<file path="config.mk">
export PLATFORM = sky130hd
export DESIGN_NAME = reg_file
export DESIGN_NICKNAME = d
export VERILOG_FILES = /design/src/rtl/reg_file.sv
export VERILOG_INCLUDE_DIRS = /design/src /design/src/include
export SDC_FILE = /design/constraint.sdc
export NUM_CORES = 2
export LEC_CHECK = 0
export BUFFER_PORTS_ARGS = -buffer_cell sky130_fd_sc_hd__buf_2
export CORE_MARGIN = 3
export CORE_UTILIZATION = 40
export CTS_BUF_LIST = sky130_fd_sc_hd__clkbuf_8
export CTS_CLUSTER_SIZE = 40
export DETAILED_ROUTE_END_ITERATION = 8
export REMOVE_ABC_BUFFERS = 1
export SLEW_MARGIN = 20
export SYNTH_ARGS = -nofsm -noshare
export SYNTH_HDL_FRONTEND = slang
export SYNTH_SLANG_ARGS = --single-unit
</file>
<file path="constraint.sdc">
create_clock -name clk -period 3 [get_ports clk]
set_input_delay 0.6 -clock clk [delete_from_list [all_inputs] [get_ports clk]]
set_output_delay 0.6 -clock clk [all_outputs]
set_load 0.01 [all_outputs]
</file>
<file path="src/include/mips_params.svh">
`ifndef MIPS_PARAMS_SVH
`define MIPS_PARAMS_SVH

// First instruction address after reset
`define MIPS_RESET_PC 32'h0000_0000

// Data path width
`define MIPS_XLEN 32

// General register address width
`define MIPS_REG_AW 5

// Number of general registers, r0 included
`define MIPS_REG_NUM 32

`endif
</file>
<file path="src/rtl/reg_file.sv">
`timescale 1ns/1ps
`include "mips_params.svh"

module reg_file (
	input  logic                    clk,
	input  logic                    reset_i,
	input  logic                    we_i,
	input  logic [`MIPS_REG_AW-1:0] waddr_i,
	input  logic [`MIPS_XLEN-1:0]   wdata_i,
	input  logic [`MIPS_REG_AW-1:0] raddr1_i,
	input  logic [`MIPS_REG_AW-1:0] raddr2_i,
	output logic [`MIPS_XLEN-1:0]   rdata1_o,
	output logic [`MIPS_XLEN-1:0]   rdata2_o
);

logic [`MIPS_XLEN-1:0] regs [`MIPS_REG_NUM];

// r0 reads zero, a same-cycle write is passed through
function automatic logic [`MIPS_XLEN-1:0] read_port(input logic [`MIPS_REG_AW-1:0] addr);
	if (addr == '0)
		return '0;
	if (we_i && waddr_i == addr)
		return wdata_i;
	return regs[addr];
endfunction

always_comb begin
	rdata1_o = read_port(raddr1_i);
	rdata2_o = read_port(raddr2_i);
end

always_ff @(posedge clk) begin
	if (reset_i) begin
		for (int i = 0; i < `MIPS_REG_NUM; i++)
			regs[i] <= '0;
	end else if (we_i && waddr_i != '0) begin
		regs[waddr_i] <= wdata_i;
	end
end

endmodule

</file>
# After elaboration in Yosys (flattened, before gate mapping)
# Memories as Yosys holds them, arrays and structs flattened.
# Cells that the tools add are included.
[word_totals]
ff_bits = 0
mem_bits_rw = 1024
mem_count = 1
[memory_table]
columns = ["name", "depth", "width", "rd", "rd_ports_with_merged_regs", "write_ports", "line", "text"]
rows = [
  ["regs", 32, 32, 2, 0, 32, "reg_file.sv:16", "logic [`MIPS_XLEN-1:0] regs [`MIPS_REG_NUM];"],
]
[classes]
eq_ne = 2
mux = 22
reduce_logical = 7
[ops]
columns = ["cell", "n"]
rows = [
  ["32-bit two-way mux", 9],
  ["32-bit OR reduction", 1],
  ["1-bit two-way mux", 12],
  ["5-bit == test", 2],
  ["5-bit logical NOT", 2],
  ["5-bit two-way mux", 1],
  ["5-bit nonzero test", 1],
  ["1-bit logical AND", 3],
]

# Longest topological paths before layout
[logic_depth]
ltp_word = 7
depth_mapped = 10
mapped_depth_nobuf = 5

# Worst setup path before layout
# No wires, ideal clock.
[synth_timing]
kind = "input to output"
from = "input port raddr2_i[0]"
to = "output port rdata2_o[0]"
arrival_time_ns = 2.293
required_ns = 2.400
setup_slack_ns = 0.107
cell_stages = 7
n_path_buf = 3
cell_sequence = "buf_2 buf_2 buf_2 mux4_2 a31oi_1 o21ai_0 a32o_1"
[synth_between]
elab_chain_cells = 6
elab_cells_between_ends = 10
cone_classes = "eq/ne: 1; mux: 6; reduce/logical: 2; memory: 1"
[synth_rtl]
columns = ["item", "line", "text"]
rows = [
  ["from (decl)", "reg_file.sv:11", "input logic [`MIPS_REG_AW-1:0] raddr2_i,"],
  ["parallel branches: the longest is 5 deep, another holds memory 32 x 32 bit", "-", ""],
  ["32-bit two-way mux (*)", "reg_file.sv:22", "if (we_i && waddr_i == addr)"],
  ["to (decl)", "reg_file.sv:13", "output logic [`MIPS_XLEN-1:0] rdata2_o"],
]
# Every way passes the cells marked *. The select of a mux whose other input is x is not followed.

==> summary.md <==
| Metric | Value |
|---|---|
| Worst Hold Class | in -> reg |
| Max reg flops | 1024 |
| Worst IR Drop VDD | 406.4 uV |
| Fin nets | 4369 |
| Syn_area_per_cell | 14.35 um2 |
| Worst setup SP type | flip-flop |
| Most flops, register | regs |
| Final period util | 114.4% |
| Std cell rows | 135 |
| Crit end category | output pin |
| Synth Warn # | 0 |
| All-Layer GR Usage | 28.20% |
| CTS max path bufs | 3 |
| WL per Instance | 32.53 um |
| EDFF count, synth | 1024 |
| Gr ovfl total | 0 |
| Post-CTS Hold Fix Bufs | 0 |
| Via count | 38267 |
| Drt total wl | 202900 um |
| WS Path Type | reg -> out |
| Req. time, crit path | 2.40 ns |
| Maximum clock rate | between 200 and 300 MHz |
| Cell area after layout | 0.06687 mm2 |
| Synthesis-to-finish area growth | 20.96% |
| Gpl congestion | 0.9562 |
| Distinct cells, synth | 51 |
| Max Cap Viol | 0 |
| LEAKAGE | 24.38 nW |
| # H-tree levels | 4 |
| Placed cell areas | 0.06172 mm2 |
| CTS Root Cell | clkbuf_8 |
| Initial Util | 40.56% |
| Post-DP HPWL | 135500 um |
| Die Y | about 380 um |
| CTS Buf Count | roughly 170 |
| Leading area contributor after synthesis | edfxtp_1 |
| Main synth FF type | edfxtp_1 |
| Final setup violation count | 64 |
| First-pass GRT wire length | 284100 um |
| Pin count of the biggest net entering global routing | 47 |
| Register area share after synthesis | a little under three fifths |
| Via density | 6.134 |
| Die width | 377.8 um |
| Initial antenna violation count | 12 |
| PwrDens | 516.6 mW/mm2 |
| Reg clk slew, reported paths | 0.07 ns |
| Syn Inst Count | 3853 |
| Placeable core area | 0.1363 mm2 |
| Vias in the first global route | 38437 |
| Initial DRC Count | about 5000 |
| Met2 Track Usage GR | 44.47% |
| Slew HR | 56.40% |
| Worst Tran Pin Value | 0.6540 ns |
| Full die area | 0.1427 mm2 |
| Antenna-violating nets left | 0 |
| Commonest non-fill, non-tap cell in the layout | edfxtp_1 |
| Cell Area, Synth | 0.05529 mm2 |
| Final Hold Vio Count | 0 |
| RSZ-0062 raised after global routing | yes |
| Post-layout util | 49.06% |
| Commonest cells after routing, fill and taps aside | edfxtp_1, and2_1, buf_4, mux4_2, mux2i_1 |
| GR peak layer | met2 |
| Post-synth top area share | approximately 56% |
| CTS Sinks | 1024 |
| Layout cells sized above 1 | a little under two fifths |
| Max-slew violation count | 0 |
| Total power | approximately 35 mW |
| CTS tree | built |
| Drc violations | 0 |
| DR pass1 iterations | 7 |
| Top Ports | 114 |
| Share of flip-flops with an asynchronous set or reset | 0% |
| I/O Buffers | 113 |
| Final Worst Setup Slack | -0.4313 ns |
| Status | finished, violations left |
| Area contributors post-synth | edfxtp_1, mux4_2, and2_1 |
| Largest registers | regs: 1024 flops |
| CP max FO | 2 |
| Data arrival, critical path | 2.83 ns |
| Violated checks | setup timing |
| Post-placement worst setup slack | -0.7322 ns |
| Met1 Usage GRT | 37.05% |
| GR Util met3 | under 10% |
| Final min period | 3.431 ns |
| Synth Register Bits | 1024 |
==> synth_stat cells (41+ instances only) <==
cell	number
nand2_1	58
edfxtp_1	1024
a211oi_1	41
and2_1	993
a21oi_1	51
clkbuf_1	297
mux2i_1	279
nor2_1	69
buf_2	68
mux2_2	68
o22ai_1	68
mux4_2	371
o21ai_0	59
a22oi_1	96
==> cells by family after synthesis <==
logic type,count (synthesis),synth area share (%)
compound gates,453,5.780
mux,718,21.55
flops,1024,55.62
buf+inv,419,3.542
simple gates,1228,13.35
xor+xnor,10,0.1584
other cells,1,0.006783
==> worst paths after layout <==
kind              slack [ns]                   endpoint                       from  depth (start not counted)
setup / recovery       -0.43               rdata1_o[15]  regs[9][15]$_SDFFCE_PN0P_                          8
hold / removal          0.18  regs[5][28]$_SDFFCE_PN0P_                wdata_i[28]                          2
==> worst max-delay path, stage by stage (launching register included) <==
cell and delay (ns):
edfxtp_1 0.41, mux4_2 0.46, mux2i_1 0.14, buf_4 0.16, nor2_2 0.05, a311oi_2 0.26
a21oi_1 0.12, buf_4 0.18, buf_6 0.12
==> stage by stage <==
stage                     setup TNS (ns)  cells  hold slack [ns]
after global placement            -22.95   5889            1.087
after floorplan                   -49.31   3467           0.7125
after detailed placement          -22.50   5889            1.087
after CTS                         -21.05   6202          0.09472
after global routing              -21.14   6232           0.1444
final                             -16.79   6238           0.1760
==> power breakdown <==
group / internal (mW) / total (mW) / leakage [nW] / switching, mW
Sequential: 16.5 / 17.0 / 9.75 / 0.418
Combinational: 2.50 / 5.61 / 12.8 / 3.11
Clock: 6.11 / 12.0 / 1.81 / 5.88
==> area by class of cell <==
type	instances	area (um2)
timing repair buffer	677	6549
clock inverter	126	691.9
clock buffer	180	2477
sequential	1024	30750
antenna	7	17.52
inverter	2	7.507
tap	1781	2228
multi-input combinational	2441	24150
fill	11673	69440
==> per-layer routing <==
metal | vias to the layer above | routed length [um] | share of wire, %
met1 | 19699 | 77750 | 38
met5 | - | 21 | 0.010
met3 | 486 | 20100 | 9.9
met4 | 4 | 11080 | 5.5
li1 | 15740 | - | -
met2 | 2338 | 93940 | 46
==> repair_timing <==
| action | CTS | global route |
|---|---|---|
| pin swaps | 144 | 56 |
| endpoints found under the setup margin | 64 | 64 |
| resized for setup | 292 | 94 |
| gates cloned | 1 | 3 |
| buffers inserted | 13 | 29 |
Note: power is estimated with default switching activity, not from simulation.
