`config.mk`:
```
export PLATFORM = sky130hd
export DESIGN_NAME = cpu_result
export DESIGN_NICKNAME = d
export VERILOG_FILES = /design/src/rtl/mips_pkg.sv /design/src/rtl/cpu_result.sv
export VERILOG_INCLUDE_DIRS = /design/src /design/src/include
export SDC_FILE = /design/constraint.sdc
export NUM_CORES = 1
export LEC_CHECK = 0
export BUFFER_PORTS_ARGS = -buffer_cell sky130_fd_sc_hd__buf_2
export CAP_MARGIN = 20
export CORE_ASPECT_RATIO = 0.6
export CORE_MARGIN = 2
export CORE_UTILIZATION = 32
export CTS_CLUSTER_SIZE = 28
export DETAILED_ROUTE_END_ITERATION = 7
export PLACE_DENSITY = 0.74
export SYNTH_ARGS = -nofsm -noshare
export SYNTH_HDL_FRONTEND = slang
export SYNTH_SLANG_ARGS = --single-unit
```
`constraint.sdc`:
```
create_clock -name clk -period 0.9 [get_ports clk]
set_input_delay 0.045 -clock clk [delete_from_list [all_inputs] [get_ports clk]]
set_output_delay 0.045 -clock clk [all_outputs]
set_load 0.05 [all_outputs]
```
`src/include/mips_params.svh`:
```
`ifndef MIPS_PARAMS_SVH
`define MIPS_PARAMS_SVH

// First instruction address after reset
`define MIPS_RESET_PC 32'h0000_0000

// Data path width
`define MIPS_XLEN 32

// General register address width
`define MIPS_REG_AW 5

// Number of general registers, r0 included
`define MIPS_REG_NUM 32

`endif
```
`src/rtl/mips_pkg.sv`:
```
package mips_pkg;

// R-type view: register operands and function code
typedef struct packed {
	logic [5:0] opcode;
	logic [4:0] rs;
	logic [4:0] rt;
	logic [4:0] rd;
	logic [4:0] shamt;
	logic [5:0] funct;
} r_inst_t;

// I-type view: 16-bit immediate in the low half
typedef struct packed {
	logic [5:0]  opcode;
	logic [4:0]  rs;
	logic [4:0]  rt;
	logic [15:0] imm16;
} i_inst_t;

typedef union packed {
	r_inst_t r;
	i_inst_t i;
} inst_t;

// Operations carried from decode into execute
typedef enum logic [3:0] {
	OP_NOP,
	OP_ADDU,
	OP_SUBU,
	OP_AND,
	OP_OR,
	OP_XOR,
	OP_SLT,
	OP_SLL,
	OP_SRL,
	OP_MULT,
	OP_MFHI,
	OP_MFLO,
	OP_LW,
	OP_SW
} oper_t;

typedef struct packed {
	logic hold_fetch;
	logic hold_decode;
	logic hold_execute;
	logic bubble_result;
} stall_t;

endpackage

```
`src/rtl/cpu_result.sv`:
```
`timescale 1ns/1ps
`include "mips_params.svh"

module cpu_result (
	input  logic                    clk,
	input  logic                    reset_i,
	input  mips_pkg::stall_t        stall_i,
	input  logic                    wb_wr_en_i,
	input  logic [`MIPS_REG_AW-1:0] wb_wr_addr_i,
	input  logic [`MIPS_XLEN-1:0]   wb_wr_data_i,
	output logic                    rf_we_o,
	output logic [`MIPS_REG_AW-1:0] rf_waddr_o,
	output logic [`MIPS_XLEN-1:0]   rf_wdata_o
);

// Writes to r0 are dropped here
always_ff @(posedge clk) begin
	if (reset_i)
		rf_we_o <= 1'b0;
	else
		rf_we_o <= wb_wr_en_i && !stall_i.bubble_result && wb_wr_addr_i != '0;
end

always_ff @(posedge clk) begin
	rf_waddr_o <= wb_wr_addr_i;
	rf_wdata_o <= wb_wr_data_i;
end

// A bubble while execute moves on would lose an instruction
a_bubble_with_hold: assert property (@(posedge clk) disable iff (reset_i)
	stall_i.bubble_result |-> stall_i.hold_execute);

endmodule

```
**Yosys cells after proc, flatten, opt, wreduce, memory -nomap -nowiden**

Index checks and enable logic that the tools add are counted.

- Register bits after elaboration: 38
- Input port bits: 44
- Word-level logic and storage cells: 7

- Reduce and logical (&&, ||, !) cells: 4

Operators with widths:

| operator | number |
|---|---|
| nonzero test 5 bit | 1 |
| logical AND 1 bit | 2 |
| zero test 1 bit | 1 |

**Depth between registers and ports, before layout**

- Depth in word-level cells: 3
- Mapped depth: 2

**Worst setup path after synthesis**

No wires, ideal clock.

- Path kind: input-to-reg
- From: input port wb_wr_addr_i[2]
- To: register rf_we_o
- Setup time: 0.116 ns
- Arrival: 0.746 ns
- Required time: 0.784 ns
- Setup slack: 0.038 ns
- Stages: 2
- Buffers on the path: 0
- Cell sequence: or4_1 -> o211a_1

- Word-level cells in the longest chain between the ends: 2

RTL lines:

| what | RTL line | text |
|---|---|---|
| start: declaration | cpu_result.sv:9 | `` input logic [`MIPS_REG_AW-1:0] wb_wr_addr_i, `` |
| nonzero test 5 bit | cpu_result.sv:21 | `rf_we_o <= wb_wr_en_i && !stall_i.bubble_result && wb_wr_addr_i != '0;` |
| logical AND 1 bit | cpu_result.sv:21 |  |
| end signal: assignment | cpu_result.sv:19 | `rf_we_o <= 1'b0;` |
| end signal: assignment | cpu_result.sv:21 |  |
| end: declaration | cpu_result.sv:11 | `output logic rf_we_o,` |

No other way between the ends.
A chain may end at the register's enable or synchronous reset.

**Worst setup path after layout**

- From: register rf_waddr_o[1]
- To: output port rf_waddr_o[1]

RTL lines:

| what | RTL line | text |
|---|---|---|
| start: declaration | cpu_result.sv:12 | `` output logic [`MIPS_REG_AW-1:0] rf_waddr_o, `` |
| start signal: assignment | cpu_result.sv:25 | `rf_waddr_o <= wb_wr_addr_i;` |

No word-level cell between the ends.

==> run summary <==
Cell Chain, Critical Path - clkbuf_4
Worst-Margin Slew - 0.253 ns
CP max stage delay - 0.33 ns
Wire per inst - 13.5 um
RD Place Congestion - 0.597
DR vias - 768
Max Cap Viol - 0
Clock buffer count from CTS - 5
Synth Warn # - 0
CTS tree - yes
Setup TNS - 0 ns
DRT Pass-1 Iters - 2
First-pass GRT wire length - 3.52 mm
DRC Markers - 0
Syn_nets - 85
Top Ports - 82
Area Growth Syn to Fin - 127%
Slowest stage cell, crit path - dfxtp_1
Cell area after synthesis - 782 um^2
Cell Rows - 13
WHS - 0.0300 ns
Largest net degree at the start of global routing - 12
Final WL - 2.63 mm
Buffers and inverters on the worst path - 1
Via-to-Cell Ratio - 3.94
Netlist cell types - 4
Global route hottest layer - met2
NumNets Final - 208
Met3 Use GR - 0.140
HP Start - stall_i[0]
DIE HEIGHT - 42.3 um
HPWL after detailed placement - 1.23 mm
#FFs+latches synth - 38
CTS sink cnt - 38
CP Depth - 1
Grt met2 use - 0.322
Hold Crit Depth - 3
Pwr/cell area - 2040 mW/mm^2
Clk slew on worst S/H paths - 0.07 ns
Share of Yosys cell area claimed by the top area cell type - 0.973
Core Area - 0.00224 mm^2
Root buffer cell - clkbuf_8
CP Launch Type - flip-flop
Min-Delay Path Class - in2reg
H-tree Lvls - 2
Crit path max-delay family - flip-flops
Yosys top cell by area - dfxtp_1
Number of global-route vias before repair - 842
Grt ovf - 0
Syn_area_per_cell - 19.1 um^2
Outcome - finished, final reports clean
# diodes - 0
Req. time, crit path - 0.85 ns
Setup bufs post-CTS - 0
M1 GR Usage - 0.145
Fin crit share - 0.974
Share of layout cells above drive strength 1 - 0.515
Final Hold Fails - 0
Cells after synthesis - 41
Slew headroom - 0.833
Max Clk Rate - 1140 MHz
Detailed Route Iter0 Violations - 9
Endpoints failing setup - 0
Slew Viols, Final - 0
Chip Width - 67.8 um
Initial antenna violation count - 0
CP Class - reg2out
Die footprint - 0.00287 mm^2
Register area share after synthesis - 0.973
CP max FO - 1
CP Data Arrival Time - 0.83 ns
Initial Util - 0.348
Minimum clock period - 0.876 ns
Routed Antenna Nets - 0
Placed Cells - 149
Worst Hold Path EP - rf_we_o
Largest buffer count on any clock path - 2
P_leak - 0.875 nW
Maximum VDD drop - 0.00144 V
Global Route Usage Sum - 0.177
Crit. End Element - primary output
Top cells by area, synth - dfxtp_1, o211a_1, or4_1, nor2_1
Port-buffer cells - 78
Post-Layout Cell Count - 195
tightest hold or removal path, stage by stage:
cell	delay, ns
buf_2	0.07
nor2_1	0.04
o211a_1	0.11
sequential cells by signal, indices dropped and copies added, names as in the netlist:
signal      flops
rf_wdata_o     32
rf_waddr_o      5
rf_we_o         1
layout by cell type (no fill, tap or decap), drive strengths merged:
cell and count:
buf 54, clkbuf 31, clkinv 1, dfxtp 38, dlygate4sd3 38, nor2 1, o211a 1, or4 1
kinds of logic after synthesis:
family             Yosys count  share of synthesized area
AOI/OAI and AO/OA            1                     0.0128
and+or+nand+nor              2                     0.0144
DFF                         38                      0.973
what timing repair did:
item	4_1_cts	5_1_grt
hold endpoints to repair	38	0
endpoints found under the setup margin	4	33
resized for setup	4	42
hold buffers	38	0
cells in the mapped netlist:
library cell   n
dfxtp_1       38
nor2_1         1
o211a_1        1
or4_1          1
where the power goes:
group / internal (W) / switching (W) / total (W)
combinational: 0.000273 / 0.000406 / 0.000679
clock: 0.000617 / 0.000523 / 0.00114
sequential: 0.00177 / 0.0000251 / 0.00180
worst max-delay path by stage:
stage | from | endpoint | slack [ns]
after global routing | rf_waddr_o[1] | rf_waddr_o[1] | -0.01
after CTS | rf_wdata_o[5] | rf_wdata_o[5] | 0.0008
after detailed placement | wb_wr_addr_i[2] | rf_we_o | -0.1
after global placement | wb_wr_addr_i[2] | rf_we_o | -0.07
final | rf_waddr_o[1] | rf_waddr_o[1] | 0.02
after floorplan | wb_wr_addr_i[2] | rf_we_o | 0.04
per-layer routing:
layer  wire length (um)  part of all wire
met5                  0                 0
met4                  0                 0
met3                405              0.15
met2               1330              0.50
met1                899              0.34
metrics by stage:
| step | area [um^2] | power [W] | util | setup WS [ns] |
|---|---|---|---|---|
| 3_3_place_gp | 1210 | 0.00232 | 0.539 | -0.0722 |
| 2_1_floorplan | 782 | 0.00216 | - | 0.0376 |
| 5_1_grt | 1770 | 0.00376 | 0.790 | -0.0142 |
| 4_1_cts | 1690 | 0.00359 | 0.754 | 0.000753 |
| 3_5_place_dp | 1210 | 0.00232 | 0.539 | -0.0961 |
| 6_report | 1770 | 0.00362 | 0.790 | 0.0237 |
area by class of cell:
cell class                      instances  area, um^2
Timing Repair Buffer                  116         863
Sequential cell                        38         761
Fill cell                             137         470
Clock buffer                            7        86.3
Tap cell                               30        37.5
Multi-Input combinational cell          3        21.3
Clock inverter                          1        5.00
Power figures use the tool's default switching activity.
