`config.mk`:
```
export PLATFORM = sky130hd
export DESIGN_NAME = cpu_fetch
export DESIGN_NICKNAME = d
export VERILOG_FILES = /design/src/rtl/mips_pkg.sv /design/src/rtl/cpu_fetch.sv
export VERILOG_INCLUDE_DIRS = /design/src /design/src/include
export SDC_FILE = /design/constraint.sdc
export NUM_CORES = 1
export LEC_CHECK = 0
export ABC_CLOCK_PERIOD_IN_PS = 13000
export BUFFER_PORTS_ARGS = -buffer_cell sky130_fd_sc_hd__buf_2
export CAP_MARGIN = 20
export CORE_AREA = 2 2 155 157
export DETAILED_ROUTE_END_ITERATION = 12
export DIE_AREA = 0 0 157 159
export PLACE_DENSITY_LB_ADDON = 0.1
export SETUP_SLACK_MARGIN = 0.15
export SLEW_MARGIN = 25
export SYNTH_ARGS = -nofsm -noshare
export SYNTH_HDL_FRONTEND = slang
export SYNTH_SLANG_ARGS = --single-unit
```
`constraint.sdc`:
```
create_clock -name clk -period 13 [get_ports clk]
set_input_delay 0.65 -clock clk [delete_from_list [all_inputs] [get_ports clk]]
set_output_delay 0.65 -clock clk [all_outputs]
set_load 0.02 [all_outputs]
```
`src/include/mips_params.svh`:
```
`ifndef MIPS_PARAMS_SVH
`define MIPS_PARAMS_SVH

// First instruction address after reset
`define MIPS_RESET_PC 32'h0000_0000

// Data path width
`define MIPS_XLEN 32

// General register address width
`define MIPS_REG_AW 5

// Number of general registers, r0 included
`define MIPS_REG_NUM 32

`endif
```
`src/rtl/mips_pkg.sv`:
```
package mips_pkg;

// R-type view: register operands and function code
typedef struct packed {
	logic [5:0] opcode;
	logic [4:0] rs;
	logic [4:0] rt;
	logic [4:0] rd;
	logic [4:0] shamt;
	logic [5:0] funct;
} r_inst_t;

// I-type view: 16-bit immediate in the low half
typedef struct packed {
	logic [5:0]  opcode;
	logic [4:0]  rs;
	logic [4:0]  rt;
	logic [15:0] imm16;
} i_inst_t;

typedef union packed {
	r_inst_t r;
	i_inst_t i;
} inst_t;

// Operations carried from decode into execute
typedef enum logic [3:0] {
	OP_NOP,
	OP_ADDU,
	OP_SUBU,
	OP_AND,
	OP_OR,
	OP_XOR,
	OP_SLT,
	OP_SLL,
	OP_SRL,
	OP_MULT,
	OP_MFHI,
	OP_MFLO,
	OP_LW,
	OP_SW
} oper_t;

typedef struct packed {
	logic hold_fetch;
	logic hold_decode;
	logic hold_execute;
	logic bubble_result;
} stall_t;

endpackage

```
`src/rtl/cpu_fetch.sv`:
```
`timescale 1ns/1ps
`include "mips_params.svh"

module cpu_fetch (
	input  logic                  clk,
	input  logic                  reset_i,
	input  mips_pkg::stall_t      stall_i,
	input  logic                  branch_taken_i,
	input  logic [`MIPS_XLEN-1:0] branch_target_i,
	output logic                  inst_req_o,
	output logic [`MIPS_XLEN-1:0] inst_addr_o,
	input  logic [`MIPS_XLEN-1:0] inst_rdata_i,
	input  logic                  inst_ready_i,
	output logic                  fetch_stall_o,
	output mips_pkg::inst_t       id_inst_o,
	output logic [`MIPS_XLEN-1:0] id_pc_o,
	output logic                  id_valid_o
);

logic [`MIPS_XLEN-1:0] pc;
logic [`MIPS_XLEN-1:0] redir_pc;
logic [`MIPS_XLEN-1:0] pend_pc;
mips_pkg::inst_t       pend_inst;
logic                  started;
logic                  redir_q;
logic                  pend_valid;
logic                  accept;

// No new request while a held instruction waits in the skid register
assign inst_req_o    = started & ~pend_valid;
assign inst_addr_o   = pc;
assign accept        = inst_req_o & inst_ready_i;
assign fetch_stall_o = ~pend_valid & ~accept;

always_ff @(posedge clk) begin
	if (reset_i) begin
		started <= 1'b0;
		pc      <= `MIPS_RESET_PC;
		redir_q <= 1'b0;
	end else begin
		started <= 1'b1;
		if (accept) begin
			// The accepted word is the delay slot when a redirect is due
			if (redir_q)
				pc <= redir_pc;
			else if (branch_taken_i && !stall_i.hold_decode)
				pc <= branch_target_i;
			else
				pc <= pc + 32'd4;
			redir_q <= 1'b0;
		end else if (branch_taken_i && !stall_i.hold_decode) begin
			// Branch leaves decode without a delay slot accepted this cycle
			if (pend_valid)
				pc <= branch_target_i;
			else
				redir_q <= 1'b1;
		end
	end
end

always_ff @(posedge clk) begin
	if (branch_taken_i)
		redir_pc <= branch_target_i;
end

always_ff @(posedge clk) begin
	if (reset_i) begin
		id_valid_o <= 1'b0;
		pend_valid <= 1'b0;
	end else if (!stall_i.hold_decode) begin
		pend_valid <= 1'b0;
		id_valid_o <= pend_valid | ~stall_i.hold_fetch;
	end else if (accept) begin
		pend_valid <= 1'b1;
	end
end

always_ff @(posedge clk) begin
	if (!stall_i.hold_decode) begin
		id_inst_o <= pend_valid ? pend_inst : inst_rdata_i;
		id_pc_o   <= pend_valid ? pend_pc : pc;
	end else if (accept) begin
		pend_inst <= inst_rdata_i;
		pend_pc   <= pc;
	end
end

a_inst_addr_stable: assert property (@(posedge clk) disable iff (reset_i)
	inst_req_o && !inst_ready_i |=> inst_req_o && $stable(inst_addr_o));

endmodule

```
* Word-level counts from Yosys, hierarchy flattened
Cells that the tools add are included.
Storage, ports and cells: register bits after elaboration 196, bits in latches 0, bits in writable memories 0, memory bits (read-only) 0, output and inout port bits 99, memories 0
Operators by class: add/sub/neg operators 1, multipliers 0, divide/modulo/power cells 0, magnitude comparators 0, equality and inequality tests 0, shift operators 0, multiplexer cells 8, bitwise operators 8, reduce and logical (&&, ||, !) cells 9
Operators by type and width (number):
- 2-to-1 mux 32 bit | 7
- adder 32 x 3 -> 32 bit, second input constant | 1
- AND reduction 2 bit | 3
- inverter 1 bit | 4
- nonzero test 2 bit | 2
- OR reduction 2 bit | 2
- bitwise AND 1 bit | 3
- logical AND 1 bit | 1
- zero test 1 bit | 1
- 2-to-1 mux 1 bit | 1
- OR 1 bit | 1

* Longest topological paths before layout
depth after elaboration 5, gate-level depth with buffers 7, depth with buffers taken out 6

* Least setup slack after synthesis
Ideal clock, no wire load.
path type input -> register, from input port stall_i[2] in the netlist's numbering, to register pend_inst[0] in the netlist's numbering, enable pin, setup time 0.487 ns, arrival 4.399 ns, required time 12.513 ns, setup slack 8.115 ns, cell stages on the path 2, path through inv_1 -> nor2_1
Between the ends: cells in the longest elaborated chain, start to end 1
RTL lines:
- from (decl) | RTL line cpu_fetch.sv:7 | input mips_pkg::stall_t stall_i,
- AND reduction 2 bit (no source line)
- to (signal assigned) | RTL line cpu_fetch.sv:83 | pend_inst <= inst_rdata_i;
- to (decl) | RTL line cpu_fetch.sv:23 | mips_pkg::inst_t pend_inst;
No other way between the ends. A chain may end at the register's enable or synchronous reset.

* Final worst setup path
from input port branch_taken_i, to register pc[23] (netlist: inst_addr_o[23])
Between the ends: cells in the longest elaborated chain, start to end 4
RTL lines:
- from (decl) | RTL line cpu_fetch.sv:8 | input logic branch_taken_i,
- logical AND 1 bit * | RTL line cpu_fetch.sv:46, cpu_fetch.sv:51
- 2-to-1 mux 32 bit | RTL line cpu_fetch.sv:46 | else if (branch_taken_i && !stall_i.hold_decode)
- 2-to-1 mux 32 bit | RTL line cpu_fetch.sv:44 | if (redir_q)
- 2-to-1 mux 32 bit | RTL line cpu_fetch.sv:42 | if (accept) begin
- to (signal assigned) | RTL line cpu_fetch.sv:45 | pc <= redir_pc;
- to (signal assigned) | RTL line cpu_fetch.sv:47 | pc <= branch_target_i;
- to (signal assigned) | RTL line cpu_fetch.sv:49 | pc <= pc + 32'd4;
- to (decl) | RTL line cpu_fetch.sv:20 | logic [`MIPS_XLEN-1:0] pc;
Every way passes the cells marked *; elsewhere a longest branch is shown, timed or not.

==> results.cfg <==
[route]
dr.pass1.iters = 4
viasPerCell = 5.23
drtIter0Drc = 311
routed_wirelength_um = 21100
ant_nets = 0
wl_per_cell_um = 19.3
vias = 5727
post-route-drc-count = 0

[grt]
grtUsageTotal_pct = 16.9
grt_antenna_before_repair = 1
gr-total-overflow = 0
grt_pass1_vias = 5675
grt_pass1_wl_um = 32300
grt_max_degree = 71

[timing]
fin_skew_ps = 10.0
drv_slew = 0
holdWs_ps = 404
slew_headroom_pct = 35.1
setup-violations-final = 0
fmax_mhz = 360
fin_tns_setup_ps = 0
finalHoldViolCount = 0
rsz0062_at_grt = no
period_share_pct = 21.4
period_needed_ps = 2780
worst_slew_pin_slew_ps = 973

[floorplanning]
core_um2 = 23200
fp.dieH_um = 159
die_w_um = 157
die_area_um2 = 25000
start_util_pct = 35.6
rows = 56
io_pins = 171

[clock_tree]
clock_path_buffers = 2
ctsHoldBuffers = 0
cts.sinks = 196
cts_resized = 0
cts.htree.levels = 4
clkLatencyLatePin_ps = 430
postCtsSetupRepairBufs = 0
cts_buffers = 17
cts_root_buffer = clkbuf_16
clk_pin_slew_ps = 80
cts_tree = yes

[synthesis]
ys_seq_elements = 196
synth_cell_types = 52
avgSynthCellArea_um2 = 13.6
synth_flop_cell = edfxtp_1
synthAdderAreaFrac_pct = 0.151
yosysWarnings = 0
synthSimpleGateAreaFrac_pct = 9.63
synth_compound_area_share_pct = 9.51
synth_fp_nets = 682
synth_area_um2 = 8260
synth-edff-count = 160
synth_top_family_by_area = simple AND/OR/NAND/NOR gates
synthCells = 609
muxShareOfSynthArea_pct = 9.06
synth_xor_area_share_pct = 2.44
seq_area_frac_synth_pct = 66.9
synthArstFlopShare_pct = 0

[finish]
final_net_count = 835
fin_area_um2 = 9980
fillers = 2152
layout_commonest_cell = buf_2
fin_util_pct = 43.0
syn_to_final_growth_pct = 20.8
final_cell_mix = buf_2 (168), edfxtp_1 (160), mux2_2 (62)
drive_above_1_share_pct = 36.8

[worst_setup_path]
critical_path.endpoint = inst_addr_o[23]$_SDFFE_PP0P_
critPathCaptureType = flip-flop
crit_required_ps = 13350
path_buf_inv = 1
reg2reg_slack_ps = 10340
worst-r2r-cell-count = 4
max_stage_delay_ps = 830
worstPathMaxFanout = 35
crit_chain = buf_2 > nand2b_1 > nor2_1 > a21oi_1 > o21ai_0
cp.depth = 5
crit_family = simple AND/OR/NAND/NOR gates
worst-setup-path-type = primary input to flip-flop
reg2reg_to = pend_pc[17]$_DFFE_PP_
arrival_ps = 3120
cp-startpoint = branch_taken_i
cp-start-kind = primary input
timing.rr.start = pend_valid$_SDFFE_PP0N_
slowest_stage = nor2_1

[placed_design]
dpl-instance-area_um2 = 9420
gp_congestion = 0.780
numPortBuffers = 168
dp_hpwl_um = 13300

[pwr]
powerDensity_nw_per_um2 = 140
finalPower_mw = 1.39
p_leak_nw = 3.66
peakVddDrop_v = 0.0000541

[hold_path]
min_path_type = primary input to flip-flop

[run_status]
outcome = complete, no violations

[run]
drv_cap = 0
==> flip-flops by register name, summed over array words and instances, names as in the netlist <==
| register | count |
|---|---|
| id_valid_o | 1 |
| pend_valid | 1 |
| redir_pc | 32 |
| id_inst_o | 32 |
| started | 1 |
| redir_q | 1 |
| pend_inst | 32 |
| id_pc_o | 32 |
| pend_pc | 32 |
| inst_addr_o | 32 |
==> layout make-up <==
| class | instances | area, µm² | area share (%) |
|---|---|---|---|
| antenna | 1 | 2.50 | 0.0251 |
| inverter | 7 | 27.5 | 0.276 |
| tap | 319 | 399 | 4.00 |
| clock inverter | 15 | 138 | 1.38 |
| timing repair buffer | 177 | 908 | 9.10 |
| multi-input combinational | 363 | 2550 | 25.6 |
| clock buffer | 17 | 425 | 4.26 |
| sequential | 196 | 5530 | 55.4 |
==> cell usage after synthesis, drive strengths merged, types with 2 or more instances <==
library cell  count  share of area, %
a211oi            9              0.82
a21oi            36               2.2
a221o             3              0.36
a221oi            5              0.53
a311oi           16               1.7
a31oi             4              0.30
and2              3              0.23
and3              3              0.23
and4              3              0.33
buf               8              0.42
clkbuf           35               1.6
dfxtp            36               8.7
edfxtp          160                58
inv               7              0.32
mux2             62               8.4
mux2i             5              0.61
nand2            45               2.0
nand3            35               2.1
nand3b            2              0.18
nand4             7              0.71
nor2             21              0.95
nor2b             2              0.15
nor3             11              0.67
nor4             11              0.98
o211ai            2              0.18
o21ai            26               1.7
o221ai            2              0.21
o22ai             7              0.53
o31a              3              0.32
or3               3              0.24
or4               4              0.45
xnor2            14               1.5
xor2              9              0.95
==> worst reg2reg max path, delay by kind of cell, from the launching register on <==
kind	cells	cell delay, ps
buffers and inverters	2	930
DFF	1	480
and+or+nand+nor	2	810
==> kinds of logic (layout without fill, tap and decap cells) <==
logic type                 Yosys count  after routing
xor gates and xnor gates            23             23
other                                0              1
DFF                                196            196
adders and majority gates            1              1
AOI/OAI and AO/OA                  119            119
and+or+nand+nor                    153            153
buffers and inverters               50            216
muxes                               67             67
==> power breakdown <==
group          internal (mW)  total [mW]  switching (mW)
sequential             0.720       0.747          0.0270
clock                  0.255       0.510           0.255
combinational         0.0513       0.137          0.0855
total                   1.03        1.39           0.368
==> worst min-delay path by stage <==
stage | startpoint | to | depth (start not counted)
finish | inst_rdata_i[0] | pend_inst[0]$_DFFE_PP_ | 1
global route | inst_rdata_i[6] | pend_inst[6]$_DFFE_PP_ | 1
CTS | inst_rdata_i[4] | pend_inst[4]$_DFFE_PP_ | 1
detailed placement | id_valid_o$_SDFFE_PP0N_ | id_valid_o$_SDFFE_PP0N_ | 2
global placement | id_valid_o$_SDFFE_PP0N_ | id_valid_o$_SDFFE_PP0N_ | 2
floorplan | pend_pc[10]$_DFFE_PP_ | id_pc_o[10]$_DFFE_PN_ | 2
==> through the flow <==
step	setup WS (ps)	std cells
after detailed placement	9760	1062
after CTS	10210	1094
after floorplan	8110	609
after global routing	9980	1095
after global placement	9770	1062
final	10220	1095
==> metal layers <==
layer / up-vias / global-route usage, % / wire [µm]
met5: - / 0 / 0
met4: 0 / 5.63 / 371
met3: 23 / 3.95 / 1310
met2: 219 / 26.5 / 9720
met1: 2809 / 23.3 / 9690
li1: 2676 / - / -
(Power assumes the default switching activity.)
