### config.mk
export PLATFORM = sky130hd
export DESIGN_NAME = cpu_decode
export DESIGN_NICKNAME = d
export VERILOG_FILES = /design/src/rtl/mips_pkg.sv /design/src/rtl/cpu_decode.sv
export VERILOG_INCLUDE_DIRS = /design/src /design/src/include
export SDC_FILE = /design/constraint.sdc
export NUM_CORES = 1
export LEC_CHECK = 0
export CORE_AREA = 5 5 147 149
export DETAILED_ROUTE_END_ITERATION = 7
export DIE_AREA = 0 0 152 154
export DONT_BUFFER_PORTS = 1
export SLEW_MARGIN = 20
export SYNTH_ARGS = -nofsm -noshare
export SYNTH_HDL_FRONTEND = slang
export SYNTH_SLANG_ARGS = --single-unit
### constraint.sdc
create_clock -name clk -period 5.6 [get_ports clk]
set_clock_uncertainty 0.1 [all_clocks]
set_input_delay 0.84 -clock clk [delete_from_list [all_inputs] [get_ports clk]]
set_output_delay 0.84 -clock clk [all_outputs]
set_load 0.02 [all_outputs]
### src/include/mips_params.svh
`ifndef MIPS_PARAMS_SVH
`define MIPS_PARAMS_SVH

// First instruction address after reset
`define MIPS_RESET_PC 32'h0000_0000

// Data path width
`define MIPS_XLEN 32

// General register address width
`define MIPS_REG_AW 5

// Number of general registers, r0 included
`define MIPS_REG_NUM 32

`endif
### src/rtl/mips_pkg.sv
package mips_pkg;

// R-type view: register operands and function code
typedef struct packed {
	logic [5:0] opcode;
	logic [4:0] rs;
	logic [4:0] rt;
	logic [4:0] rd;
	logic [4:0] shamt;
	logic [5:0] funct;
} r_inst_t;

// I-type view: 16-bit immediate in the low half
typedef struct packed {
	logic [5:0]  opcode;
	logic [4:0]  rs;
	logic [4:0]  rt;
	logic [15:0] imm16;
} i_inst_t;

typedef union packed {
	r_inst_t r;
	i_inst_t i;
} inst_t;

// Operations carried from decode into execute
typedef enum logic [3:0] {
	OP_NOP,
	OP_ADDU,
	OP_SUBU,
	OP_AND,
	OP_OR,
	OP_XOR,
	OP_SLT,
	OP_SLL,
	OP_SRL,
	OP_MULT,
	OP_MFHI,
	OP_MFLO,
	OP_LW,
	OP_SW
} oper_t;

typedef struct packed {
	logic hold_fetch;
	logic hold_decode;
	logic hold_execute;
	logic bubble_result;
} stall_t;

endpackage

### src/rtl/cpu_decode.sv
`timescale 1ns/1ps
`include "mips_params.svh"

module cpu_decode (
	input  logic                    clk,
	input  logic                    reset_i,
	input  mips_pkg::stall_t        stall_i,
	input  mips_pkg::inst_t         id_inst_i,
	input  logic [`MIPS_XLEN-1:0]   id_pc_i,
	input  logic                    id_valid_i,
	output logic [`MIPS_REG_AW-1:0] raddr1_o,
	output logic [`MIPS_REG_AW-1:0] raddr2_o,
	input  logic [`MIPS_XLEN-1:0]   rdata1_i,
	input  logic [`MIPS_XLEN-1:0]   rdata2_i,
	input  logic                    ex_wr_en_i,
	input  logic [`MIPS_REG_AW-1:0] ex_wr_addr_i,
	input  logic [`MIPS_XLEN-1:0]   ex_wr_data_i,
	input  logic                    wb_wr_en_i,
	input  logic [`MIPS_REG_AW-1:0] wb_wr_addr_i,
	input  logic [`MIPS_XLEN-1:0]   wb_wr_data_i,
	output logic                    branch_taken_o,
	output logic [`MIPS_XLEN-1:0]   branch_target_o,
	output mips_pkg::oper_t         ex_op_o,
	output logic [`MIPS_XLEN-1:0]   ex_a_o,
	output logic [`MIPS_XLEN-1:0]   ex_b_o,
	output logic [`MIPS_XLEN-1:0]   ex_store_data_o,
	output logic [`MIPS_REG_AW-1:0] ex_dest_o
);

logic [`MIPS_XLEN-1:0]   rs_val;
logic [`MIPS_XLEN-1:0]   rt_val;
logic [`MIPS_XLEN-1:0]   sext_imm;
logic [`MIPS_XLEN-1:0]   a;
logic [`MIPS_XLEN-1:0]   b;
logic [`MIPS_REG_AW-1:0] dest;
mips_pkg::oper_t         op;

// Youngest producer wins: execute first, then result
function automatic logic [`MIPS_XLEN-1:0] forward(input logic [`MIPS_REG_AW-1:0] addr,
		input logic [`MIPS_XLEN-1:0] rf_data);
	if (addr != '0 && ex_wr_en_i && ex_wr_addr_i == addr)
		return ex_wr_data_i;
	if (addr != '0 && wb_wr_en_i && wb_wr_addr_i == addr)
		return wb_wr_data_i;
	return rf_data;
endfunction

assign raddr1_o = id_inst_i.r.rs;
assign raddr2_o = id_inst_i.r.rt;
assign sext_imm = {{16{id_inst_i.i.imm16[15]}}, id_inst_i.i.imm16};

always_comb begin
	rs_val = forward(id_inst_i.r.rs, rdata1_i);
	rt_val = forward(id_inst_i.r.rt, rdata2_i);
end

// beq / bne resolved here, target relative to the delay slot
assign branch_target_o = id_pc_i + 32'd4 + {sext_imm[29:0], 2'b00};
assign branch_taken_o  = id_valid_i &&
	((id_inst_i.i.opcode == 6'h04 && rs_val == rt_val) ||
	 (id_inst_i.i.opcode == 6'h05 && rs_val != rt_val));

always_comb begin
	op   = mips_pkg::OP_NOP;
	a    = rs_val;
	b    = rt_val;
	dest = '0;
	case (id_inst_i.r.opcode)
		6'h00: begin
			dest = id_inst_i.r.rd;
			case (id_inst_i.r.funct)
				6'h21: op = mips_pkg::OP_ADDU;
				6'h23: op = mips_pkg::OP_SUBU;
				6'h24: op = mips_pkg::OP_AND;
				6'h25: op = mips_pkg::OP_OR;
				6'h26: op = mips_pkg::OP_XOR;
				6'h2a: op = mips_pkg::OP_SLT;
				6'h18: op = mips_pkg::OP_MULT;
				6'h10: op = mips_pkg::OP_MFHI;
				6'h12: op = mips_pkg::OP_MFLO;
				6'h00, 6'h02: begin
					// Shifts take rt as the value and shamt as the amount
					op = (id_inst_i.r.funct == 6'h00) ? mips_pkg::OP_SLL : mips_pkg::OP_SRL;
					a  = rt_val;
					b  = {27'b0, id_inst_i.r.shamt};
				end
				default: dest = '0;
			endcase
		end
		6'h09: begin
			op   = mips_pkg::OP_ADDU;
			b    = sext_imm;
			dest = id_inst_i.i.rt;
		end
		6'h0d, 6'h0f: begin
			// lui is an or of zero with the shifted immediate
			op   = mips_pkg::OP_OR;
			a    = (id_inst_i.i.opcode == 6'h0f) ? '0 : rs_val;
			b    = (id_inst_i.i.opcode == 6'h0f) ? {id_inst_i.i.imm16, 16'h0}
				: {16'h0, id_inst_i.i.imm16};
			dest = id_inst_i.i.rt;
		end
		6'h23: begin
			op   = mips_pkg::OP_LW;
			b    = sext_imm;
			dest = id_inst_i.i.rt;
		end
		6'h2b: begin
			op = mips_pkg::OP_SW;
			b  = sext_imm;
		end
		default: op = mips_pkg::OP_NOP;
	endcase
end

always_ff @(posedge clk) begin
	if (reset_i) begin
		ex_op_o   <= mips_pkg::OP_NOP;
		ex_dest_o <= '0;
	end else if (!stall_i.hold_execute) begin
		ex_op_o   <= id_valid_i ? op : mips_pkg::OP_NOP;
		ex_dest_o <= id_valid_i ? dest : '0;
	end
end

always_ff @(posedge clk) begin
	if (!stall_i.hold_execute) begin
		ex_a_o          <= a;
		ex_b_o          <= b;
		ex_store_data_o <= rt_val;
	end
end

endmodule

Word level (Yosys, flattened, before mapping) --
Cells that the tools add are included. W data, S select, Z words.
Storage, ports and cells: flip-flop bits (word level) 105, output and inout bits 148, logic and storage cells 78
Cells by class: $add $sub $neg 2, eq/ne operators 23, multiplexer cells 27, reductions and logical operators 21
Operators by type and width (number):
- $mux W32 | 12
- $pmux W32 S3 | 1
- $pmux W32 S2 | 1
- $eq A6 B6 Y1 const B | 8
- $pmux W4 S10 | 1
- $add A32 B3 Y32 const B | 1
- $add A32 B32 Y32 | 1
- $eq A32 B32 Y1 | 1
- $ne A32 B32 Y1 | 1
- $eq A5 B5 Y1 | 4
- $pmux W4 S5 | 1
- $eq A6 B4 Y1 const B | 3
- $eq A6 B5 Y1 const B | 3
- $eq A6 B3 Y1 const B | 2
- $logic_not A6 Y1 | 2
- $logic_and A1 B1 Y1 | 11
- $reduce_or A11 Y1 | 1
- $mux W5 | 2
- $pmux W5 S2 | 1
- $reduce_bool A5 Y1 | 2
- $mux W4 | 2
- $eq A6 B2 Y1 const B | 1
- $mux W1 | 6
- $reduce_or A2 Y1 | 2
- other kinds (3) | 3

Logic depth before layout (Yosys ltp) --
depth after elaboration 11, gate-level depth with buffers 15, depth with buffers taken out 14

Least setup slack after synthesis --
No wires, ideal clock.
path type input -> output, from input id_inst_i[0] in the netlist's numbering, to output branch_target_o[31], arrival time 3.664 ns, data required time 4.660 ns, slack 0.996 ns, stages 15, path buffers 1, cells stage by stage clkbuf_1 > inv_1 > ha_1 > inv_1 > ha_1 > fa_1 > a211oi_1 > o21ai_0 > a21oi_1 > o31ai_1 > o211ai_1 > nand3_1 > a31o_2 > a21oi_1 > xnor2_1
On the way: cells in the longest elaborated chain, start to end 1
RTL lines:
- from (decl) | RTL line cpu_decode.sv:8 | input mips_pkg::inst_t id_inst_i,
- $add A32 B32 Y32 | RTL line cpu_decode.sv:58 | assign branch_target_o = id_pc_i + 32'd4 + {sext_imm[29:0], 2'b00};
- to (decl) | RTL line cpu_decode.sv:22 | output logic [`MIPS_XLEN-1:0] branch_target_o,
No other way between the ends.

Worst setup path in the final report --
from input wb_wr_addr_i[3], to output branch_taken_o
On the way: cells in the longest elaborated chain, start to end 10, elaborated cells between the ends (all ways) 20
RTL lines:
- from (decl) | RTL line cpu_decode.sv:19 | input logic [`MIPS_REG_AW-1:0] wb_wr_addr_i,
- $eq A5 B5 Y1 (*) | RTL line cpu_decode.sv:43 | if (addr != '0 && wb_wr_en_i && wb_wr_addr_i == addr)
- $logic_and A1 B1 Y1 (*) | RTL line cpu_decode.sv:43
- $mux W1 (2 in series) | RTL line cpu_decode.sv:43
- $mux W32 (*) | RTL line cpu_decode.sv:45 | return rf_data;
- $mux W32 (*) | RTL line cpu_decode.sv:43
- via rt_val[11] | RTL line cpu_decode.sv:31 | logic [`MIPS_XLEN-1:0] rt_val;
- $eq A32 B32 Y1 or $ne A32 B32 Y1 (tied branches) | RTL line cpu_decode.sv:60, cpu_decode.sv:61
- $logic_and A1 B1 Y1, on equally long branches | RTL line cpu_decode.sv:60, cpu_decode.sv:61
- $logic_or A1 B1 Y1 (*) | RTL line cpu_decode.sv:60 | ((id_inst_i.i.opcode == 6'h04 && rs_val == rt_val) ||
- $logic_and A1 B1 Y1 (*) | RTL line cpu_decode.sv:59 | assign branch_taken_o = id_valid_i &&
- to (decl) | RTL line cpu_decode.sv:21 | output logic branch_taken_o,
The timed path passes the listed nets; every way through them passes the cells marked *. The select of a mux whose other input is x is not followed.

==> summary.md <==
| Metric | Value |
|---|---|
| Status | complete, no violations |
| Post-DP HPWL | 26.5 mm |
| Max H-tree Level | 3 |
| Synth Net Count | 1299 |
| PD cells | 258 nW/um2 |
| Critical path required time | 4.66 ns |
| MaxCap Viol Count | 0 |
| Max VDD drop | 0.165 mV |
| TritonRoute pass-1 iters | 7 |
| Top-area cell type share of the netlist area | 32.5% |
| Worst EP arrival | 4.23 ns |
| R2R Setup Slk | 4.71 ns |
| Num ports | 359 |
| Placed cell area | 9050 um2 |
| RR Endpoint | ex_dest_o[4] |
| Fin util | 46.7% |
| Pre-CTS setup slack | 0.477 ns |
| CTS tree | yes |
| Port Buffers | 0 |
| Hold WS | 0.433 ns |
| Crit path to | branch_taken_o |
| Row count | 52 |
| Main combinational cell family by area after synthesis | compound AO/OA/AOI/OAI gates |
| Max Freq | 193 MHz |
| All-Layer GR Usage | 28.9% |
| Critical path, cell by cell | xor2_2 -> or4b_1 -> buf_4 -> o21ai_0 -> a31oi_1 -> xor2_1 -> nor4_1 -> nand4_1 -> o31a_1 -> o21a_1 -> buf_12 |
| CP max stage cell | or4b_1 |
| Post-CTS resize count | 0 |
| Setup-failing EPs final | 0 |
| DRC viols | 0 |
| Clk pwr share | 27.5% |
| Gpl congestion | 0.989 |
| Die height | 154 um |
| Final Hold Vio Count | 0 |
| Share of cells above drive strength 1 | 7.65% |
| Simple-gate share of the synthesized area | 20.0% |
| Final setup TNS | 0 ns |
| Post-synthesis mux area share | 0.677% |
| Cell count after synthesis | 1030 |
| Die ar. | 23400 um2 |
| DR vias | 8507 |
| Register share of total power | 44.1% |
| Post-layout minimum cycle time | 5.17 ns |
| Setup slack after layout | 0.429 ns |
| Gate power share | 28.4% |
| Final ANT Viol Nets | 0 |
| Initial Utilization | 44.3% |
| Post-synthesis compound-gate area fraction | 23.0% |
| Flops & latches, synth | 105 |
| Top post-synthesis cells by area | edfxtp_1 33%, ha_1 8.0%, nand2_1 5.5% |
| Total clock sinks | 105 |
| Die W | 152 um |
| Ys flop type | edfxtp_1 |
| Syn Std Cell Area | 8870 um2 |
| Syn-to-layout area delta | 5.57% |
| Slew margin rel. | 27.6% |
| DRT Wirelength | 35.4 mm |
| Dpl cells | 1235 |
| Initial antenna violation count | 3 |
| Core Box Area | 20000 um2 |
| Internal | 1.49 mW |
| Top delay family on crit path | simple AND/OR/NAND/NOR gates |
| Hold Crit Class | primary input to register |
| Nets | 1245 |
| Top cells by instance count after synthesis | 131 x nand2_1, 96 x edfxtp_1, 79 x o21ai_0, 68 x nor3_1, 63 x clkbuf_1 |
| XOR/XNOR Fraction of Synth Area | 7.80% |
| Clock Path Buffers | 2 |
| RSZ-0062 raised after global routing | false |
| First-pass GRT wire length | 52.4 mm |
| Worst Max-Slew Pin Slew | 1.09 ns |
| Sw power | 0.931 mW |
| LEAKAGE | 3.28 nW |
| Drt wl/cell | 28.3 um |
| Critical path origin | wb_wr_addr_i[3] |
| Postcts setup bufs | 0 |
| Synth cell types | 67 |
| Finished Layout Cells | 1253 |
| Ys async rst share | 0% |
| Worst setup SP type | primary input |
| Yosys warning total | 0 |
| Grt ovf | 0 |
| Setup CP Type | primary input to output pin |
| Finished Cell Area | 9360 um2 |
| Adder-Cell Fraction of Synth Area | 8.27% |
| Most instantiated library cell after synthesis | nand2_1 |
| Total power | 2.42 mW |
| Reg clk slew, reported paths | 0.08 ns |
| Levels on crit path | 11 |
| Final Slew Violations | 0 |
| Post-synth EDFFs | 96 |
| Share of the yosys chip area belonging to registers | 34.5% |
| Clock root buffer | clkbuf_16 |
| Critical Path Max Stage Delay | 0.93 ns |
| CTS Buf Count | 9 |
| DR iter-0 viols | 1099 |
| Syn avg cell area | 8.61 um2 |
| R2R depth | 2 |
| Area leader, netlist | edfxtp_1 |
| Final cycle utilization of the critical path | 92.3% |
| Routed vias/inst | 6.79 |
| Worst-path fanout max | 19 |
| Critical path capture point type | output pin |
| WP buf/inv | 2 |
| FF-to-FF Start | ex_dest_o[4] |
| Vias in the first global route | 8089 |
| Net Sw Frac | 38.5% |
| Pin count of the biggest net entering global routing | 62 |
| Skew-Pair Late Insertion Delay | 0.36 ns |
| Hold_buf cts | 0 |
cell usage in the layout, fill, tap and decap left out, types with 8 or more instances in the layout:
cell	n
edfxtp_1	96
nand2_1	131
a221o_1	8
a21o_1	9
o21ai_0	79
nor4_1	62
clkbuf_16	9
xnor2_1	47
ha_1	57
o21ai_1	17
nor3_1	68
buf_4	28
dfxtp_1	9
xor2_1	26
inv_1	16
a22o_1	34
a31oi_1	53
nand4_1	9
a32oi_1	14
nor2_1	38
a21oi_1	41
power groups by stage:
stage | Sequential [mW] | Clock (mW) | Combinational [mW]
after floorplan | 1.06 | 0 | 0.546
after global placement | 1.09 | 0 | 0.673
after detailed placement | 1.09 | 0 | 0.674
after CTS | 1.07 | 0.675 | 0.678
after global routing | 1.07 | 0.708 | 0.741
final | 1.07 | 0.666 | 0.687
sequential cells by signal (all words and copies together) (netlist names):
name and flops:
ex_dest_o 5, ex_a_o 32, ex_op_o 4, ex_b_o 32, ex_store_data_o 32
logic make-up (layout without fill, tap and decap cells):
group / Yosys count / after routing
other: 0 / 2
DFF: 105 / 105
muxes: 6 / 6
AOI/OAI and AO/OA: 309 / 309
and+or+nand+nor: 360 / 360
adders and majority gates: 58 / 58
xor gates and xnor gates: 79 / 79
buffers and inverters: 113 / 64
worst register-to-register path, stage by stage, from the launching register on:
cell	delay, ns
dfxtp_1	0.48
a22oi_1	0.14
nor2_1	0.12
per-layer routing:
metal | GRT usage (%) | up-vias | part of all wire [%]
met5 | 0 | - | 0.020
met4 | 10.2 | 2 | 3.8
met3 | 9.44 | 102 | 12
met2 | 46.7 | 637 | 46
met1 | 36.3 | 3964 | 38
li1 | - | 3802 | -
area by class of cell:
cell class,count,area (um2)
Clock inverter,7,78.8
Multi-Input combinational cell,812,5350
Timing Repair Buffer,29,230
Inverter,19,73.8
Clock buffer,9,225
Fill cell,2005,10700
Sequential cell,105,3060
Tap cell,270,338
Antenna cell,2,5.00
worst min-delay path by stage:
stage / from / to / cells past startpoint
after floorplan: ex_op_o[2] / ex_op_o[2] / 2
after global placement: ex_op_o[2] / ex_op_o[2] / 2
after detailed placement: ex_op_o[2] / ex_op_o[2] / 2
after CTS: reset_i / ex_dest_o[3] / 1
after global routing: reset_i / ex_dest_o[2] / 1
final: reset_i / ex_dest_o[3] / 1
(Power assumes the default switching activity.)
